==> src/hdl/id_pkg.sv <==
// Decode-stage package: opcodes, ALU codes, control-bit layout and instruction views
`default_nettype none

package id_pkg;

    localparam logic [6:0] op_load   = 7'b0000011;
    localparam logic [6:0] op_store  = 7'b0100011;
    localparam logic [6:0] op_branch = 7'b1100011;
    localparam logic [6:0] op_op     = 7'b0110011;
    localparam logic [6:0] op_op_imm = 7'b0010011;
    localparam logic [6:0] op_lui    = 7'b0110111;
    localparam logic [6:0] op_jal    = 7'b1101111;
    // custom-0 space, coprocessor instructions
    localparam logic [6:0] op_npu    = 7'b0001011;

    localparam logic [3:0] alu_and = 4'd0;
    localparam logic [3:0] alu_or  = 4'd1;
    localparam logic [3:0] alu_add = 4'd2;
    localparam logic [3:0] alu_xor = 4'd3;
    localparam logic [3:0] alu_sub = 4'd6;
    localparam logic [3:0] alu_slt = 4'd7;
    localparam logic [3:0] alu_npu = 4'd8;

    // Bit positions in the 6-bit execute control field
    localparam int ex_alu_src    = 5;
    localparam int ex_mem_to_reg = 4;
    localparam int ex_reg_write  = 3;
    localparam int ex_mem_read   = 2;
    localparam int ex_mem_write  = 1;
    localparam int ex_branch     = 0;

    localparam logic [1:0] aluop_mem    = 2'd0;
    localparam logic [1:0] aluop_branch = 2'd1;
    localparam logic [1:0] aluop_funct  = 2'd2;
    localparam logic [1:0] aluop_npu    = 2'd3;

    localparam logic [4:0] npu_doorbell_reg = 5'd13;

    typedef struct packed {
        logic [6:0] funct7;
        logic [4:0] rs2;
        logic [4:0] rs1;
        logic [2:0] funct3;
        logic [4:0] rd;
        logic [6:0] opcode;
    } r_form_t;

    typedef struct packed {
        logic [6:0] imm_hi;
        logic [4:0] rs2;
        logic [4:0] rs1;
        logic [2:0] funct3;
        logic [4:0] imm_lo;
        logic [6:0] opcode;
    } s_form_t;

    typedef union packed {
        r_form_t r;
        s_form_t s;
    } rv_inst_t;

endpackage

`default_nettype wire

==> src/hdl/id_ctrl_if.sv <==
// Execute control bundle from decode to the issue gate
`default_nettype none

interface id_ctrl_if;

    logic [5:0] ex_ctrl;
    logic [3:0] alu_code;
    // Branch resolution from later stages, driven by the top level
    logic       flush;
    logic       hit;

    modport decode (
        output ex_ctrl,
        output alu_code
    );

    modport gate (
        input  ex_ctrl,
        input  alu_code
    );

endinterface

`default_nettype wire

==> src/hdl/hazard_detect.sv <==
// Load-use hazard check, stalls decode behind a load in execute
`default_nettype none

module hazard_detect
    import id_pkg::*;
(
    input  logic       mem_read_ex,
    input  logic [4:0] rd_ex,
    input  rv_inst_t   instr,
    output logic       stall
);

    logic rd_live;
    logic src_match;

    // x0 as a destination never creates a dependency
    assign rd_live   = mem_read_ex && (rd_ex != 5'd0);
    assign src_match = (rd_ex == instr.r.rs1) || (rd_ex == instr.r.rs2);

    assign stall = rd_live && src_match;

endmodule

`default_nettype wire

==> src/hdl/decode_control.sv <==
// Main control and ALU control decode, bubbled while stalled
`default_nettype none

module decode_control
    import id_pkg::*;
(
    input  rv_inst_t         instr,
    input  logic             stall,
    id_ctrl_if.decode        ctrl
);

    logic [5:0] ex;
    logic [1:0] alu_op;
    logic [3:0] code;
    logic [1:0] f7_bits;

    // Main control from the opcode
    always_comb begin
        ex     = 6'b0;
        alu_op = aluop_mem;
        case (instr.r.opcode)
            op_load: begin
                ex[ex_alu_src]    = 1'b1;
                ex[ex_mem_to_reg] = 1'b1;
                ex[ex_reg_write]  = 1'b1;
                ex[ex_mem_read]   = 1'b1;
            end
            op_store: begin
                ex[ex_alu_src]   = 1'b1;
                ex[ex_mem_write] = 1'b1;
            end
            op_branch: begin
                ex[ex_branch] = 1'b1;
                alu_op        = aluop_branch;
            end
            op_op: begin
                ex[ex_reg_write] = 1'b1;
                alu_op           = aluop_funct;
            end
            op_op_imm: begin
                ex[ex_alu_src]   = 1'b1;
                ex[ex_reg_write] = 1'b1;
                alu_op           = aluop_funct;
            end
            op_lui: begin
                ex[ex_alu_src]   = 1'b1;
                ex[ex_reg_write] = 1'b1;
            end
            op_jal: begin
                ex[ex_reg_write] = 1'b1;
            end
            op_npu: begin
                ex[ex_reg_write] = 1'b1;
                alu_op           = aluop_npu;
            end
            default: begin
                ex = 6'b0;
            end
        endcase
    end

    // Bit 30 only means sub for register-register ops, immediates reuse it
    assign f7_bits = {instr.r.funct7[5] && (instr.r.opcode == op_op), instr.r.funct7[0]};

    always_comb begin
        code = alu_add;
        case (alu_op)
            aluop_mem:    code = alu_add;
            aluop_branch: code = alu_sub;
            aluop_npu:    code = alu_npu;
            default: begin
                case (instr.r.funct3)
                    3'b000:  code = (f7_bits == 2'b10) ? alu_sub : alu_add;
                    3'b010:  code = alu_slt;
                    3'b100:  code = alu_xor;
                    3'b110:  code = alu_or;
                    3'b111:  code = alu_and;
                    default: code = alu_add;
                endcase
            end
        endcase
    end

    // Bubble into execute while the load-use stall holds
    assign ctrl.ex_ctrl  = stall ? 6'b0 : ex;
    assign ctrl.alu_code = stall ? 4'b0 : code;

endmodule

`default_nettype wire

==> src/hdl/reg_file.sv <==
// General-purpose register file, two reads, writeback and preload write
`default_nettype none

module reg_file #(
    parameter int xlen      = 32,
    parameter int reg_count = 32
) (
    input  logic                         clk_50,
    input  logic                         rst,
    input  logic [$clog2(reg_count)-1:0] rs1,
    input  logic [$clog2(reg_count)-1:0] rs2,
    input  logic [$clog2(reg_count)-1:0] wr,
    input  logic [$clog2(reg_count)-1:0] reg_addr,
    input  logic [xlen-1:0]              wd,
    input  logic [xlen-1:0]              reg_init,
    input  logic                         reg_write,
    input  logic                         reg_load,
    output logic [xlen-1:0]              rd1,
    output logic [xlen-1:0]              rd2
);

    logic [xlen-1:0] regs [reg_count];

    always_ff @(posedge clk_50 or posedge rst) begin
        if (rst) begin
            for (int i = 0; i < reg_count; i++) begin
                regs[i] <= '0;
            end
        end else if (reg_load) begin
            // Preload blocks writeback for the whole cycle
            if (reg_addr != '0) begin
                regs[reg_addr] <= reg_init;
            end
        end else if (reg_write && (wr != '0)) begin
            regs[wr] <= wd;
        end
    end

    // x0 is never written, so it stays zero from reset
    assign rd1 = regs[rs1];
    assign rd2 = regs[rs2];

endmodule

`default_nettype wire

==> src/hdl/imm_gen.sv <==
// Immediate extraction and sign extension for I, S, B, U and J formats
`default_nettype none

module imm_gen
    import id_pkg::*;
#(
    parameter int xlen = 32
) (
    input  rv_inst_t        instr,
    output logic [xlen-1:0] imm
);

    always_comb begin
        imm = '0;
        case (instr.r.opcode)
            op_load, op_op_imm: begin
                imm = xlen'(signed'({instr.r.funct7, instr.r.rs2}));
            end
            op_store: begin
                imm = xlen'(signed'({instr.s.imm_hi, instr.s.imm_lo}));
            end
            op_branch: begin
                imm = xlen'(signed'({instr.s.imm_hi[6], instr.s.imm_lo[0],
                                     instr.s.imm_hi[5:0], instr.s.imm_lo[4:1], 1'b0}));
            end
            // Upper 20 bits, low 12 cleared
            op_lui: begin
                imm = xlen'(signed'({instr.r.funct7, instr.r.rs2, instr.r.rs1,
                                     instr.r.funct3, 12'b0}));
            end
            op_jal: begin
                imm = xlen'(signed'({instr.r.funct7[6], instr.r.rs1, instr.r.funct3,
                                     instr.r.rs2[0], instr.r.funct7[5:0],
                                     instr.r.rs2[4:1], 1'b0}));
            end
            default: begin
                imm = '0;
            end
        endcase
    end

endmodule

`default_nettype wire

==> src/hdl/issue_gate.sv <==
// Issue gate, squashes execute control on a flush and holds the NPU doorbell
`default_nettype none

module issue_gate
    import id_pkg::*;
(
    input  logic        clk_50,
    input  logic        rst,
    id_ctrl_if.gate     ctrl,
    input  logic        flush,
    input  logic        hit,
    input  logic        reg_write,
    input  logic [4:0]  wr,
    input  logic [31:0] wd,
    input  logic        npu_ack,
    output logic [5:0]  ex_ctrl,
    output logic [3:0]  alu_ctrl,
    output logic        en_npu
);

    logic squash;
    logic ring;

    // Mispredicted path, drop the wrongly fetched instruction
    assign squash   = flush && !hit;
    assign ex_ctrl  = squash ? 6'b0 : ctrl.ex_ctrl;
    assign alu_ctrl = ctrl.alu_code;

    assign ring = reg_write && (wr == npu_doorbell_reg) && (wd != 32'd0);

    // Ack has priority over a new ring in the same cycle
    always_ff @(posedge clk_50 or posedge rst) begin
        if (rst) begin
            en_npu <= 1'b0;
        end else if (npu_ack) begin
            en_npu <= 1'b0;
        end else if (ring) begin
            en_npu <= 1'b1;
        end
    end

endmodule

`default_nettype wire

==> src/hdl/id_stage.sv <==
// Instruction decode stage top level for the RV32I pipeline with NPU doorbell
`default_nettype none

module id_stage
    import id_pkg::*;
#(
    parameter int xlen      = 32,
    parameter int reg_count = 32
) (
    input  logic            clk_50,
    input  logic            rst,
    input  logic [31:0]     instr,
    input  logic            mem_read_ex,
    input  logic [4:0]      rd_ex,
    input  logic [4:0]      wr,
    input  logic [xlen-1:0] wd,
    input  logic            reg_write,
    input  logic [4:0]      reg_addr,
    input  logic [xlen-1:0] reg_init,
    input  logic            reg_load,
    input  logic            flush,
    input  logic            hit,
    input  logic            npu_ack,
    output logic            stall,
    output logic [xlen-1:0] rd1,
    output logic [xlen-1:0] rd2,
    output logic [xlen-1:0] imm,
    output logic [5:0]      ex_ctrl,
    output logic [3:0]      alu_ctrl,
    output logic            en_npu
);

    rv_inst_t inst_w;

    id_ctrl_if ctrl_bus ();

    assign inst_w         = instr;
    assign ctrl_bus.flush = flush;
    assign ctrl_bus.hit   = hit;

    hazard_detect u_hazard (
        .mem_read_ex (mem_read_ex),
        .rd_ex       (rd_ex),
        .instr       (inst_w),
        .stall       (stall)
    );

    decode_control u_decode (
        .instr (inst_w),
        .stall (stall),
        .ctrl  (ctrl_bus.decode)
    );

    reg_file #(
        .xlen      (xlen),
        .reg_count (reg_count)
    ) u_regs (
        .clk_50    (clk_50),
        .rst       (rst),
        .rs1       (inst_w.r.rs1),
        .rs2       (inst_w.r.rs2),
        .wr        (wr),
        .reg_addr  (reg_addr),
        .wd        (wd),
        .reg_init  (reg_init),
        .reg_write (reg_write),
        .reg_load  (reg_load),
        .rd1       (rd1),
        .rd2       (rd2)
    );

    imm_gen #(
        .xlen (xlen)
    ) u_imm (
        .instr (inst_w),
        .imm   (imm)
    );

    issue_gate u_gate (
        .clk_50    (clk_50),
        .rst       (rst),
        .ctrl      (ctrl_bus.gate),
        .flush     (ctrl_bus.flush),
        .hit       (ctrl_bus.hit),
        .reg_write (reg_write),
        .wr        (wr),
        .wd        (wd),
        .npu_ack   (npu_ack),
        .ex_ctrl   (ex_ctrl),
        .alu_ctrl  (alu_ctrl),
        .en_npu    (en_npu)
    );

endmodule

`default_nettype wire

==> config.mk <==
export PLATFORM = sky130hd
export DESIGN_NAME = id_stage
export DESIGN_NICKNAME = d
export VERILOG_FILES = /design/src/hdl/id_pkg.sv /design/src/hdl/id_ctrl_if.sv /design/src/hdl/hazard_detect.sv /design/src/hdl/decode_control.sv /design/src/hdl/reg_file.sv /design/src/hdl/imm_gen.sv /design/src/hdl/issue_gate.sv /design/src/hdl/id_stage.sv
export SDC_FILE = /design/constraint.sdc
export NUM_CORES = 2
export LEC_CHECK = 0
export BUFFER_PORTS_ARGS = -buffer_cell sky130_fd_sc_hd__buf_2
export CORE_MARGIN = 5
export CORE_UTILIZATION = 30
export DETAILED_ROUTE_END_ITERATION = 10
export HOLD_SLACK_MARGIN = 0.12
export PLACE_DENSITY = 0.44
export SETUP_SLACK_MARGIN = 0.5
export SLEW_MARGIN = 25
export SYNTH_ARGS = -nofsm -noshare
export SYNTH_HDL_FRONTEND = slang
export SYNTH_SLANG_ARGS = --single-unit
==> constraint.sdc <==
create_clock -name clk_50 -period 34.8 [get_ports clk_50]
set_input_delay 1.74 -clock clk_50 [delete_from_list [all_inputs] [get_ports clk_50]]
set_output_delay 1.74 -clock clk_50 [all_outputs]
set_load 0.02 [all_outputs]
### Yosys cells after proc, flatten, opt, wreduce, memory -nomap -nowiden

Cells that the tools add are included.

* add/sub/neg operators: 0
* $mul: 0
* divide/modulo/power cells: 0
* $lt $le $gt $ge: 6
* equality and inequality tests: 19
* shift operators: 0
* muxes and demuxes: 30
* bitwise gates (word level): 4
* reduce and logical (&&, ||, !) cells: 24

Operators with widths (number)
* $mux W1024: 3
* $bwmux W1024: 2
* $bmux W32 S5: 2
* $demux W32 S5: 2
* $mux W32: 6
* $pmux W32 S5: 1
* $reduce_bool A32 Y1: 1
* $ge A6 B6 Y1 const B: 4
* $not A5 Y6: 4
* $eq A7 B6 Y1 const B: 3
* $pmux W4 S5: 1
* $reduce_bool A5 Y1: 3
* $eq A7 B7 Y1 const B: 2
* $lt A6 B1 Y1 const B: 2
* $mux W6: 2
* $pmux W4 S3: 1
* $eq A5 B5 Y1: 2
* $eq A3 B3 Y1 const B: 3
* $logic_and A1 B1 Y1: 9
* $eq A7 B2 Y1 const B: 1
* $eq A7 B4 Y1 const B: 1
* $eq A7 B5 Y1 const B: 1
* $mux W1: 7
* $pmux W2 S3: 1
* 16 further kinds: 19

* register bits: 1025
* bits in latches: 0
* memory bits (writable): 0
* bits in read-only memories: 0
* input port bits: 119
* logic and storage cells: 116
* memories: 0

### Logic depth before layout (Yosys ltp)

* depth in word-level cells: 8
* mapped depth: 9
* depth with buffers taken out: 5

### Modules after synthesis

From an unflattened synthesis, not the netlist that was laid out.

* cell total of the unflattened synthesis: 7312
* area, all modules: 64373.0 um^2

Modules (own cells, without submodules)
* reg_file: times used 1, cells an instance 7176, area an instance 63363.3 um^2, seq. area each 25624.6 um^2
* imm_gen: times used 1, cells an instance 60, area an instance 435.4 um^2, seq. area each 0.0 um^2
* decode_control: times used 1, cells an instance 31, area an instance 239.0 um^2, seq. area each 0.0 um^2
* issue_gate: times used 1, cells an instance 28, area an instance 210.2 um^2, seq. area each 25.0 um^2
* hazard_detect: times used 1, cells an instance 17, area an instance 125.1 um^2, seq. area each 0.0 um^2

### Worst setup path after synthesis

OpenSTA, ideal clock, no wires.

* path type: input to output
* start: input rd_ex[0]
* end: output ex_ctrl[4]
* arrival: 3.786 ns
* path slack: 29.274 ns
* cell stages on the path: 5
* path through: or4_1 -> o21ai_0 -> a21oi_1 -> nor4b_1 -> buf_4

* longest elaborated chain between the ends: 5

RTL lines
* start: declaration: RTL line id_stage.sv:14 `input logic [4:0] rd_ex,`
* $eq A5 B5 Y1 or $reduce_bool A5 Y1 (tied branches): RTL line hazard_detect.sv:18, hazard_detect.sv:17
* $logic_or A1 B1 Y1 or $logic_and A1 B1 Y1 (tied branches): RTL line hazard_detect.sv:18, hazard_detect.sv:17
* $logic_and A1 B1 Y1 *: RTL line hazard_detect.sv:20 `assign stall = rd_live && src_match;`
* via stall: RTL line id_stage.sv:24 `output logic stall,`
* $mux W6 *: RTL line decode_control.sv:85 `assign ctrl.ex_ctrl = stall ? 6'b0 : ex;`
* $mux W6 *: RTL line issue_gate.sv:26 `assign ex_ctrl = squash ? 6'b0 : ctrl.ex_ctrl;`
* end: declaration: RTL line id_stage.sv:28 `output logic [5:0] ex_ctrl,`

The timed path passes the listed nets; every way through them passes the cells marked *.

### Worst setup path after layout

* start: input instr[21]
* end: output rd2[14]

* longest elaborated chain between the ends: 4

RTL lines
* start: declaration: RTL line id_stage.sv:12 `input logic [31:0] instr,`
* $not A5 Y6 (not written as such): RTL line reg_file.sv:41 `assign rd2 = regs[rs2];`
* $bmux W32 S5: RTL line reg_file.sv:41
* $mux W32 (not written as such) (2 in a row): RTL line reg_file.sv:41
* end: declaration: RTL line id_stage.sv:26 `output logic [xlen-1:0] rd2,`

Every way passes these cells. The select of a mux whose other input is x is not followed.

==> flow_metrics.py <==
metrics = {
    "yosys": {
        "synthMuxAreaShare_pct": 16.04,
        "synth.top_cell.area_share_pct": 40.13,
        "avgSynthCellArea_sq_um": 8.823,
        "synth-adder-area-share_pct": 0,
        "synth-xor-area-share_pct": 0.1507,
        "syn_nets": 7364,
        "yosysSeqAreaShare_pct": 40.13,
        "synthTopCellsByArea": "dfrtp_1 40%, mux2i_1 16%, a22oi_1 14%",
        "synthCells": 7245,
        "synth_seq_cells": 1025,
        "synth_top_area_cell": "dfrtp_1",
        "ys_types": 52,
        "synth_top_family_by_area": "compound AO/OA/AOI/OAI gates",
        "synth-simple-area-share_pct": 11.09,
        "synthesis.area_sq_um": 63920,
        "synth_compound_area_share_pct": 26.71,
        "synth-warning-count": 0,
    },
    "power_and_ir_drop": {
        "seqPwrFrac_pct": 41.6,
        "pwr-share-clk_pct": 42.2,
        "switching_share_pct": 31.18,
        "p_leak_nw": 28.97,
        "combPwrFrac_pct": 16.2,
        "intPower_w": 0.002182,
        "peakVddDrop_mv": 0.04190,
        "pwr_density_cell_nw_per_um2": 44.46,
        "p_sw_w": 0.0009886,
    },
    "routing": {
        "firstDrtPassIters": 6,
        "ant_nets": 0,
        "drt-initial-drc-count": 7407,
        "drc_errors": 0,
        "routed_wirelength_um": 330800,
        "vias": 60450,
        "viasPerCell": 6.137,
        "wl_per_cell_um": 33.58,
    },
    "global_route": {
        "antenna_found_initial": 14,
        "gr-total-overflow": 0,
        "grtUsageMet1_pct": 39.29,
        "grt_pass1_vias": 57760,
        "top_usage_layer": "met2",
        "grtUsageMet3_pct": 5.501,
        "grt_pass1_wl_um": 464200,
        "grt_util_met2_pct": 43.23,
        "groute.usage.overall_pct": 28.51,
        "grt_max_degree": 154,
    },
    "clocking": {
        "clock-root-buffer": "clkbuf_16",
        "clk_latency_ns": 0.77,
        "numCtsBuffers": 121,
        "clk_pin_slew_ns": 0.06,
        "cts_buffer_depth": 3,
        "postCtsSetupRepairBufs": 0,
        "cts.sinks": 1025,
        "cts_repair_resize_count": 0,
        "htree_levels": 3,
        "tritoncts": "yes",
        "cts_hold_buf": 0,
    },
    "layout": {
        "area_growth_pct": 11.57,
        "design_area_sq_um": 71310,
        "seqCellArea_sq_um": 25650,
        "drive_above_1_share_pct": 11.46,
        "fin_util_pct": 33.63,
        "layout_commonest_cell": "a22oi_1",
        "n_fill_cell": 21860,
        "layout_common_cells": "1184 x a22oi_1, 1041 x nand2_1, 1025 x dfrtp_1, 1024 x mux2i_1, 683 x o21ai_0",
        "final_nets": 7041,
        "multi_input_area_sq_um": 35170,
    },
    "critical_path": {
        "r2r_end": "u_regs.regs[760]",
        "critical_path_required_ns": 33.06,
        "arrival_ns": 7.01,
        "startpoint_type": "input pin",
        "worstSetupEndpointType": "primary output",
        "regToRegSetupSlack_ns": 34.03,
        "reg2reg_from": "u_regs.regs[760]",
        "cp_max_fo": 67,
        "worst-setup-path-type": "input pin to primary output",
        "r2r_cells": 2,
    },
    "die": {
        "die_h_um": 471.6,
        "start_util_pct": 30.14,
        "dieArea_sq_um": 222400,
        "io_pins": 227,
        "core-area_sq_um": 212100,
        "row_count": 169,
        "dieWidth_um": 471.6,
    },
    "sta": {
        "hold_viol": 0,
        "relSlewSlack_pct": 18.93,
        "whs_ns": 0.3961,
        "fin_crit_sh_pct": 25.14,
        "skew_ns": 0,
        "drv_slew": 0,
        "fin_tns_setup_ns": 0,
        "min_period_ns": 8.749,
        "tightest_slew_ns": 1.207,
        "setup_viol": 0,
        "finalWorstSetupSlack_ns": 26.05,
        "grt_setup_unrepaired": "no",
        "fmax_ghz": 0.1143,
    },
    "run_status": {
        "status": "finished clean",
    },
    "min_path": {
        "hold_class": "flop to flop",
        "min_to": "u_regs.regs[1023]",
        "holdPathStages": 0,
        "min_from": "u_regs.regs[1023]",
    },
    "place": {
        "placed_area_sq_um": 67250,
        "gp_congestion": 0.8760,
        "post-place-ws_ns": 26.10,
        "dp_hpwl_um": 191700,
        "portBuffers": 226,
    },
    "run": {
        "max-cap-violations": 0,
    },
}
==> power groups by stage <==
stage	sequential, W	clock [W]	combinational [W]
2_1_floorplan	0.00132	0	0.000313
3_3_place_gp	0.00134	0	0.000499
3_5_place_dp	0.00134	0	0.000502
4_1_cts	0.00132	0.00135	0.000504
5_1_grt	0.00133	0.00139	0.000541
6_report	0.00132	0.00134	0.000514
==> routing by layer <==
layer | routed length [um] | part of all wire, %
met1 | 142500 | 43
met2 | 143400 | 43
met3 | 27790 | 8.4
met4 | 16970 | 5.1
met5 | 96 | 0.029
==> Yosys cell counts (all sizes together) <==
library cell and n:
a22oi 1210, nand2 1043, dfrtp 1025, mux2i 1024
o21ai 836, clkbuf 561, a21oi 327, buf 326
nor2 207, nand3 201, a22o 136, nor3 74
a31oi 64, nor2b 47, and2 36, o2bb2ai 32
a21o 19, nor4 12, nand2b 9, or2 7
nand3b 6, xor2 6, or3b 5, xnor2 5
inv 4, nor3b 4, and3 2, and3b 2
nand4 2, nor4b 2, o22ai 2, or3 2
or4 2, a2111oi 1, o211ai 1, o21a 1
o31a 1, o31ai 1
==> how the worst max path moves through the flow <==
stage	startpoint	slack [ns]	endpoint	depth (start not counted)
floorplan	rst	4.22	u_gate.en_npu	1
global placement	instr[21]	26.13	rd2[14]	10
detailed placement	instr[21]	26.10	rd2[14]	10
CTS	instr[21]	26.10	rd2[14]	10
global route	instr[21]	25.97	rd2[13]	10
finish	instr[21]	26.05	rd2[14]	10
==> worst max-delay path: stages <==
cell	delay, ns
buf_8	0.51
buf_4	0.70
buf_4	0.79
buf_4	0.82
buf_4	0.78
mux2i_1	0.27
a22oi_1	0.11
nand3_1	0.21
nand3_1	0.46
buf_2	0.35
==> metrics by stage <==
step	std cells	total power, W
after floorplan	7245	0.001635
after global placement	9617	0.001836
after detailed placement	9619	0.001841
after CTS	9838	0.003172
after global routing	9844	0.003263
final	9851	0.003170
==> layout make-up <==
type	count	area share, %
Multi-Input combinational cell	5329	49.31
Tap cell	2821	4.949
Antenna cell	12	0.04211
Inverter	4	0.03158
Clock buffer	186	5.070
Timing Repair Buffer	441	4.081
Sequential cell	1025	35.97
Clock inverter	33	0.5439
==> flip-flops by register name (all words and copies together) (netlist names) <==
signal	count
u_regs.regs	1024
u_gate.en_npu	1
==> cells by family after synthesis <==
| family | count (synthesis) |
|---|---|
| buf+inv | 891 |
| compound gates | 2631 |
| simple gates | 1663 |
| flops | 1025 |
| xor+xnor | 11 |
| mux | 1024 |
Note: power is estimated with default switching activity, not from simulation.
